<file path="src/logic/lcdMenuPkg.sv">
package lcdMenuPkg;

	//////////////////////////////
	// Basic types
	//////////////////////////////

	// Column in upper nibble, row in lower nibble
	typedef logic [7:0] charCode_t;

	// Cells 0-15 line one, 16-31 line two
	typedef logic [4:0] lcdAddr_t;

	// Screens held in the menu text RAM
	typedef enum logic [4:0] {
		titleMain,
		optDisplayLocal,
		optModifyLocal,
		optClearLocal,
		titleAreYouSure,
		optYes,
		optNo
	} menuText_t;

	// Which RAM the shared port talks to
	typedef enum logic {
		selMenu,
		selLocal
	} ramSel_t;

	//////////////////////////////
	// Port structs
	//////////////////////////////

	// Single-cycle pulses from the knob and buttons
	typedef struct packed {
		logic rotaryEvent;
		// Direction level, valid with rotaryEvent
		logic rotaryLeft;
		logic rotaryBtn;
		logic colLeftBtn;
		logic colRightBtn;
		logic menuBtn;
	} userInput_t;

	// One screen copy request
	typedef struct packed {
		ramSel_t ramSel;
		menuText_t menuSelect;
		lcdAddr_t firstAddr;
		lcdAddr_t lastAddr;
	} copyJob_t;

	// LCD write port, all zero when idle
	typedef struct packed {
		lcdAddr_t addr;
		charCode_t data;
		logic write;
	} lcdWrite_t;

	// Shared RAM port
	typedef struct packed {
		ramSel_t sel;
		menuText_t menuSelect;
		lcdAddr_t addr;
		charCode_t wrData;
		logic write;
		logic clear;
	} ramPort_t;

	//////////////////////////////
	// Constants
	//////////////////////////////

	// Letter A
	parameter charCode_t defaultChar = 8'h41;

	// Screen geometry
	parameter lcdAddr_t lineOneFirst = 5'd0;
	parameter int screenLines = 2;

endpackage
</file>
<file path="src/logic/lcdMenuTop.sv">
`timescale 1ns/100ps

module lcdMenuTop #(
	parameter int lineLength = 16
) (
	input logic clk,
	input logic reset,
	input lcdMenuPkg::userInput_t userIn,
	input lcdMenuPkg::charCode_t ramRdData,
	output lcdMenuPkg::lcdWrite_t lcd,
	output lcdMenuPkg::ramPort_t ram
);
	import lcdMenuPkg::*;

	// Sequencer to copier
	copyJob_t job;
	logic copyStart;
	logic copyDone;
	lcdAddr_t copyRamAddr;
	lcdWrite_t copyLcd;

	// Sequencer RAM controls
	ramSel_t seqRamSel;
	menuText_t seqMenuSelect;
	logic seqClear;

	// Editor handshake
	logic editEnable;
	logic editSelecting;
	logic editReset;
	logic editCommit;
	lcdWrite_t editLcd;
	ramPort_t editRam;

	//////////////////////////////
	// Instances
	//////////////////////////////

	menuSequencer #(
		.lineLength(lineLength)
	) i_sequencer (
		.clk(clk),
		.reset(reset),
		.userIn(userIn),
		.copyDone(copyDone),
		.editCommit(editCommit),
		.job(job),
		.copyStart(copyStart),
		.ramSel(seqRamSel),
		.menuSelect(seqMenuSelect),
		.ramClear(seqClear),
		.editEnable(editEnable),
		.editSelecting(editSelecting),
		.editReset(editReset)
	);

	screenCopier #(
		.lineLength(lineLength)
	) i_copier (
		.clk(clk),
		.reset(reset),
		.job(job),
		.copyStart(copyStart),
		.ramRdData(ramRdData),
		.ramAddr(copyRamAddr),
		.lcdOut(copyLcd),
		.copyDone(copyDone)
	);

	charEditor i_editor (
		.clk(clk),
		.reset(reset),
		.userIn(userIn),
		.editEnable(editEnable),
		.editSelecting(editSelecting),
		.editReset(editReset),
		.lcdOut(editLcd),
		.ramWr(editRam),
		.editCommit(editCommit)
	);

	//////////////////////////////
	// Output muxes
	//////////////////////////////

	// Copier and editor never write in the same cycle
	assign lcd = copyLcd | editLcd;

	// Editor takes the address during a commit
	assign ram = '{
		sel: seqRamSel,
		menuSelect: seqMenuSelect,
		addr: editCommit ? editRam.addr : copyRamAddr,
		wrData: editRam.wrData,
		write: editRam.write,
		clear: seqClear
	};

endmodule

</file>
<file path="src/logic/charEditor.sv">
`timescale 1ns/100ps

module charEditor (
	input logic clk,
	input logic reset,
	input lcdMenuPkg::userInput_t userIn,
	input logic editEnable,
	input logic editSelecting,
	input logic editReset,
	output lcdMenuPkg::lcdWrite_t lcdOut,
	output lcdMenuPkg::ramPort_t ramWr,
	output logic editCommit
);
	import lcdMenuPkg::*;

	lcdAddr_t pos;
	logic [3:0] col;
	logic [3:0] row;
	charCode_t curChar;
	// Last character sent to the LCD
	charCode_t shownChar;
	lcdAddr_t wrAddr;
	charCode_t wrChar;
	logic commit;
	logic posPhase;
	logic charPhase;
	logic echo;

	// Columns 0-1 and 8-9 hold no printable glyphs
	function automatic logic [3:0] stepColumn(input logic [3:0] c, input logic left);
		if (left)
		begin
			case (c)
				4'd2: return 4'd15;
				4'd10: return 4'd7;
				default: return c - 4'd1;
			endcase
		end
		case (c)
			4'd7: return 4'd10;
			4'd15: return 4'd2;
			default: return c + 4'd1;
		endcase
	endfunction

	assign curChar = {col, row};
	assign posPhase = editEnable && !editSelecting;
	// Inputs ignored during the commit cycle
	assign charPhase = editEnable && editSelecting && !commit;
	assign echo = charPhase && (curChar != shownChar);

	//////////////////////////////
	// Position and character
	//////////////////////////////

	always_ff @(posedge clk)
	begin
		if (reset || editReset)
		begin
			pos <= '0;
			col <= defaultChar[7:4];
			row <= defaultChar[3:0];
			shownChar <= defaultChar;
			commit <= 1'b0;
		end
		else
		begin
			commit <= 1'b0;
			if (echo)
				shownChar <= curChar;
			if (posPhase && userIn.rotaryEvent)
				pos <= userIn.rotaryLeft ? pos + 5'd1 : pos - 5'd1;
			else if (charPhase)
			begin
				if (userIn.rotaryBtn)
				begin
					// Write lands one cycle after the press
					commit <= 1'b1;
					wrAddr <= pos;
					wrChar <= curChar;
				end
				else if (userIn.rotaryEvent)
					row <= userIn.rotaryLeft ? row + 4'd1 : row - 4'd1;
				else if (userIn.colLeftBtn)
					col <= stepColumn(col, 1'b1);
				else if (userIn.colRightBtn)
					col <= stepColumn(col, 1'b0);
			end
		end
	end

	// Single echo of a changed character
	assign lcdOut = echo ? lcdWrite_t'{addr: pos, data: curChar, write: 1'b1}
		: lcdWrite_t'('0);

	assign ramWr = '{
		sel: selLocal,
		menuSelect: titleMain,
		addr: wrAddr,
		wrData: wrChar,
		write: commit,
		clear: 1'b0
	};
	assign editCommit = commit;

endmodule

</file>
<file path="src/logic/screenCopier.sv">
`timescale 1ns/100ps

module screenCopier #(
	parameter int lineLength = 16
) (
	input logic clk,
	input logic reset,
	input lcdMenuPkg::copyJob_t job,
	input logic copyStart,
	input lcdMenuPkg::charCode_t ramRdData,
	output lcdMenuPkg::lcdAddr_t ramAddr,
	output lcdMenuPkg::lcdWrite_t lcdOut,
	output logic copyDone
);
	import lcdMenuPkg::*;

	typedef enum logic [1:0] {
		cIdle,
		cSetup,
		cWrite,
		cDone
	} copyState_t;

	// Never run past the bottom right cell
	localparam lcdAddr_t lastCell = lcdAddr_t'(screenLines * lineLength - 1);

	copyState_t state;
	lcdAddr_t lcdAddr;
	lcdAddr_t stopAddr;
	logic lastWrite;

	assign lastWrite = (lcdAddr == stopAddr) || (lcdAddr == lastCell);

	//////////////////////////////
	// Setup/write pairs
	//////////////////////////////

	always_ff @(posedge clk)
	begin
		if (reset)
		begin
			state <= cIdle;
			ramAddr <= '0;
		end
		else
		begin
			case (state)
				cIdle:
					if (copyStart)
					begin
						// Job latched here, sequencer is free to change it
						ramAddr <= '0;
						lcdAddr <= job.firstAddr;
						stopAddr <= job.lastAddr;
						state <= cSetup;
					end
				// RAM read settles
				cSetup:
					state <= cWrite;
				cWrite:
					if (lastWrite)
						state <= cDone;
					else
					begin
						ramAddr <= ramAddr + 5'd1;
						lcdAddr <= lcdAddr + 5'd1;
						state <= cSetup;
					end
				default:
					state <= cIdle;
			endcase
		end
	end

	// Zero when idle so the top can OR write ports
	assign lcdOut = (state == cWrite) ? lcdWrite_t'{addr: lcdAddr, data: ramRdData, write: 1'b1}
		: lcdWrite_t'('0);
	assign copyDone = (state == cDone);

endmodule

</file>
<file path="src/logic/menuSequencer.sv">
`timescale 1ns/100ps

module menuSequencer #(
	parameter int lineLength = 16
) (
	input logic clk,
	input logic reset,
	input lcdMenuPkg::userInput_t userIn,
	input logic copyDone,
	input logic editCommit,
	output lcdMenuPkg::copyJob_t job,
	output logic copyStart,
	output lcdMenuPkg::ramSel_t ramSel,
	output lcdMenuPkg::menuText_t menuSelect,
	output logic ramClear,
	output logic editEnable,
	output logic editSelecting,
	output logic editReset
);
	import lcdMenuPkg::*;

	typedef enum logic [2:0] {
		sTitle,
		sOption,
		sWaitCopy,
		sMenu,
		sShowLocal,
		sModifyPos,
		sModifyChar,
		sClear
	} seqState_t;

	// Line boundaries
	localparam lcdAddr_t lineOneLast = lcdAddr_t'(lineLength - 1);
	localparam lcdAddr_t lineTwoFirst = lcdAddr_t'(lineLength);
	localparam lcdAddr_t screenLast = lcdAddr_t'(screenLines * lineLength - 1);

	seqState_t state;
	// Where to go once the copier is done
	seqState_t nextState;
	menuText_t option;

	//////////////////////////////
	// Helpers
	//////////////////////////////

	// Title shown above an option
	function automatic menuText_t titleOf(input menuText_t opt);
		if (opt == optYes || opt == optNo)
			return titleAreYouSure;
		return titleMain;
	endfunction

	// Left steps forward through the ring, right steps back
	function automatic menuText_t stepOption(input menuText_t opt, input logic left);
		case (opt)
			optDisplayLocal: return left ? optModifyLocal : optClearLocal;
			optModifyLocal: return left ? optClearLocal : optDisplayLocal;
			optClearLocal: return left ? optDisplayLocal : optModifyLocal;
			// Confirm screen just toggles
			optYes: return optNo;
			optNo: return optYes;
			default: return optDisplayLocal;
		endcase
	endfunction

	function automatic copyJob_t makeJob(input ramSel_t sel, input menuText_t text,
			input lcdAddr_t first, input lcdAddr_t last);
		copyJob_t j;
		j.ramSel = sel;
		j.menuSelect = text;
		j.firstAddr = first;
		j.lastAddr = last;
		return j;
	endfunction

	//////////////////////////////
	// Main FSM
	//////////////////////////////

	always_ff @(posedge clk)
	begin
		if (reset)
		begin
			state <= sTitle;
			nextState <= sMenu;
			option <= optDisplayLocal;
			job <= makeJob(selMenu, titleMain, lineOneFirst, lineOneLast);
			copyStart <= 1'b0;
			editReset <= 1'b1;
		end
		else
		begin
			copyStart <= 1'b0;
			editReset <= userIn.menuBtn;
			if (userIn.menuBtn)
			begin
				option <= optDisplayLocal;
				// Let a running copy finish first
				if (state == sWaitCopy && !copyDone)
					nextState <= sTitle;
				else
					state <= sTitle;
			end
			else
			begin
				case (state)
					sTitle:
					begin
						job <= makeJob(selMenu, titleOf(option), lineOneFirst, lineOneLast);
						copyStart <= 1'b1;
						nextState <= sOption;
						state <= sWaitCopy;
					end
					sOption:
					begin
						job <= makeJob(selMenu, option, lineTwoFirst, screenLast);
						copyStart <= 1'b1;
						nextState <= sMenu;
						state <= sWaitCopy;
					end
					sWaitCopy:
						if (copyDone)
							state <= nextState;
					sMenu:
					begin
						if (userIn.rotaryBtn)
						begin
							case (option)
								optDisplayLocal, optModifyLocal:
								begin
									// Whole local RAM to the screen
									job <= makeJob(selLocal, option, lineOneFirst, screenLast);
									copyStart <= 1'b1;
									nextState <= (option == optDisplayLocal) ? sShowLocal : sModifyPos;
									state <= sWaitCopy;
								end
								optClearLocal:
								begin
									option <= optYes;
									state <= sTitle;
								end
								optYes:
									state <= sClear;
								default:
								begin
									option <= optDisplayLocal;
									state <= sTitle;
								end
							endcase
						end
						else if (userIn.rotaryEvent)
						begin
							option <= stepOption(option, userIn.rotaryLeft);
							state <= sTitle;
						end
					end
					sShowLocal:
						if (userIn.rotaryBtn)
							state <= sTitle;
					sModifyPos:
						if (userIn.rotaryBtn)
							state <= sModifyChar;
					// Editor owns the knob until it commits
					sModifyChar:
						if (editCommit)
							state <= sModifyPos;
					sClear:
					begin
						option <= optDisplayLocal;
						state <= sTitle;
					end
					default:
						state <= sTitle;
				endcase
			end
		end
	end

	// Clear always targets the local RAM
	assign ramSel = (state == sClear) ? selLocal : job.ramSel;
	assign menuSelect = job.menuSelect;
	assign ramClear = (state == sClear);

	// Editor phase flags
	assign editEnable = (state == sModifyPos) || (state == sModifyChar);
	assign editSelecting = (state == sModifyChar);

endmodule

</file>
<file path="config.mk">
export PLATFORM = sky130hd
export DESIGN_NAME = lcdMenuTop
export DESIGN_NICKNAME = d
export VERILOG_FILES = /design/src/logic/lcdMenuPkg.sv /design/src/logic/lcdMenuTop.sv /design/src/logic/charEditor.sv /design/src/logic/screenCopier.sv /design/src/logic/menuSequencer.sv
export SDC_FILE = /design/constraint.sdc
export NUM_CORES = 1
export LEC_CHECK = 0
export BUFFER_PORTS_ARGS = -buffer_cell sky130_fd_sc_hd__buf_2
export CAP_MARGIN = 25
export CORE_UTILIZATION = 45
export CTS_CLUSTER_SIZE = 10
export DETAILED_ROUTE_END_ITERATION = 16
export PLACE_DENSITY_LB_ADDON = 0.08
export SYNTH_ARGS = -nofsm -noshare
export SYNTH_HDL_FRONTEND = slang
export SYNTH_HIERARCHICAL = 1
export SYNTH_SLANG_ARGS = --single-unit
</file>
<file path="constraint.sdc">
create_clock -name clk -period 6.46 [get_ports clk]
set_input_delay 1.615 -clock clk [delete_from_list [all_inputs] [get_ports clk]]
set_output_delay 1.615 -clock clk [all_outputs]
set_load 0.05 [all_outputs]
</file>
==> results.ini <==
[power]
seq_power_share = 0.520
power_w = 0.000900
power.switching_w = 0.000239
leakage_nw = 1.81
p_int_w = 0.000661
p_per_area_nw_per_um2 = 201
irDropWorstVdd_mv = 0.0808
pwr-share-clk = 0.389
p_sw_frac = 0.266
power_frac_comb = 0.092

[worst_hold_path]
holdPathStages = 0
hold_start = i_sequencer/job[4]$_SDFFE_PP0P_
holdCritPathClass = flop to flop

[timing]
fin_tns_setup_ns = 0
finalHoldViolCount = 0
hold_slack_ns = 0.435
setup-violations-final = 0
rsz0062_at_grt = false
relSlewSlack = 0.510
tightest_slew_ns = 0.735
fmax_mhz = 223
clock_skew_ns = 0.00848
period_minus_slack_ns = 4.49
slew_viol_final = 0
fin_crit_sh = 0.694

[clock_network]
numCtsBuffers = 9
cts_htree_levels = 3
clockBufferDepth = 2
cts_tree = built
clk_pin_slew_worst_paths_ns = 0.08
cts.sinks = 69
holdBufCountCts = 0
clock_latency_ns = 0.34
post_cts_buffers = 0
root_buffer = clkbuf_8
ctsResizeCount = 0

[critical_path]
criticalPathCategory = flop to primary output
reg2reg_from = i_sequencer/state[2]$_SDFFE_PP0P_
worstPathArrival_ns = 2.87
crit_required_ns = 4.85
critPathLaunch = i_sequencer/state[2]$_SDFFE_PP0P_
cp_max_fo = 19
rr_worst_depth = 5
cp-end-kind = primary output
cp-start-kind = flop

[logic_synthesis]
netlist_area_um2 = 4180
avgSynthCellArea_um2 = 9.27
yosysWarnings = 6
synthCells = 451

[run_status]
violations = DRC
status = finished, violations left

[cells_and_area]
drive_gt1_frac = 0.229
finalNetCount = 505
diodes = 0
syn_to_final_growth_pct = 7.33
ff_latch_area_um2 = 1610
final_area_um2 = 4490
multi_input_area_um2 = 2250
n_fill_cell = 845

[die]
die_x_um = 98.4
io-pin-count = 51
dieArea_um2 = 9680
rows = 34
die_h_um = 98.4
core-area_um2 = 8850
initial_utilization = 0.473

[global_route]
grt_usage = 0.195
grt_pass1_wl_mm = 14.8
grt_max_degree = 29
grt_pass1_vias = 2906
grt.overflow.total = 0
antenna_found_initial = 0

[route]
detail-route-antenna-nets = 0
num_vias = 3153
initialDrtViolationCount = 100
routedWlPerCell_um = 15.0
dr.pass1.iters = 12
drc_errors = 3
via_per_inst = 5.35
totalWireLength_mm = 8.86

[job]
drv_cap = 0

[place]
io_buffers = 48
place_area_um2 = 4300
gp_congestion = 0.825
hpwl_mm = 6.15

-- power groups by stage --
stage / Combinational [W] / Clock [W] / Sequential, W
floorplan: 0.0000770 / 0 / 0.000468
global placement: 0.0000818 / 0 / 0.000477
detailed placement: 0.0000822 / 0 / 0.000478
CTS: 0.0000826 / 0.000361 / 0.000467
global route: 0.0000918 / 0.000383 / 0.000469
finish: 0.0000825 / 0.000350 / 0.000468
-- cell type report --
cell class                 instances  area share
multi-input combinational        333       0.501
sequential                        69       0.359
timing repair buffer              50      0.0569
tap                              108      0.0301
clock buffer                       9      0.0276
clock inverter                     7      0.0148
inverter                          13      0.0109
-- stage by stage --
stage | util | worst slack [ns] | cells
2_1_floorplan | - | 2.73 | 459
3_3_place_gp | 0.486 | 2.50 | 573
3_5_place_dp | 0.486 | 2.36 | 573
4_1_cts | 0.507 | 1.97 | 589
5_1_grt | 0.507 | 1.68 | 589
6_report | 0.507 | 1.97 | 589
-- routing by layer --
layer	wire length [um]	vias up	global-route usage
met4	93	0	0.0643
met3	284	7	0.0447
met1	4590	1470	0.275
met5	0	-	0
li1	-	1606	-
met2	3890	70	0.295
-- worst max-delay path: stages, from the launching register on --
cell,delay [ns]
dfxtp_1,0.70
inv_1,0.23
nor3_1,0.33
nand3b_1,0.17
a21oi_2,0.27
buf_4,0.31
and2_2,0.17
or2_2,0.09
buf_2,0.25
-- cell usage in the layout, fill, tap and decap left out, drive strengths merged, types with 11 or more instances in the layout --
master / instances
and2: 27
a21oi: 27
nor3: 12
dfxtp: 46
or2: 18
edfxtp: 23
buf: 50
o21ai: 20
ha: 11
nor2: 22
xor2: 15
inv: 13
nand2: 46
mux2i: 13
-- worst paths after layout --
kind                               endpoint  slack, ns
min          i_copier/stopAddr[4]$_DFFE_PP_       0.43
max                                  lcd[6]       1.97
min reg2reg  i_copier/stopAddr[4]$_DFFE_PP_       0.43
max reg2reg    i_editor/wrChar[3]$_DFFE_PP_       3.97
-- sequential cells by signal, summed over array words and instances (netlist names), 5 cells and up --
register,cells
i_editor/shownChar,8
i_editor/wrChar,8
i_copier/lcdAddr,5
i_copier/ramAddr,5
i_copier/stopAddr,5
i_editor/pos,5
i_editor/wrAddr,5
(Power assumes the default switching activity.)
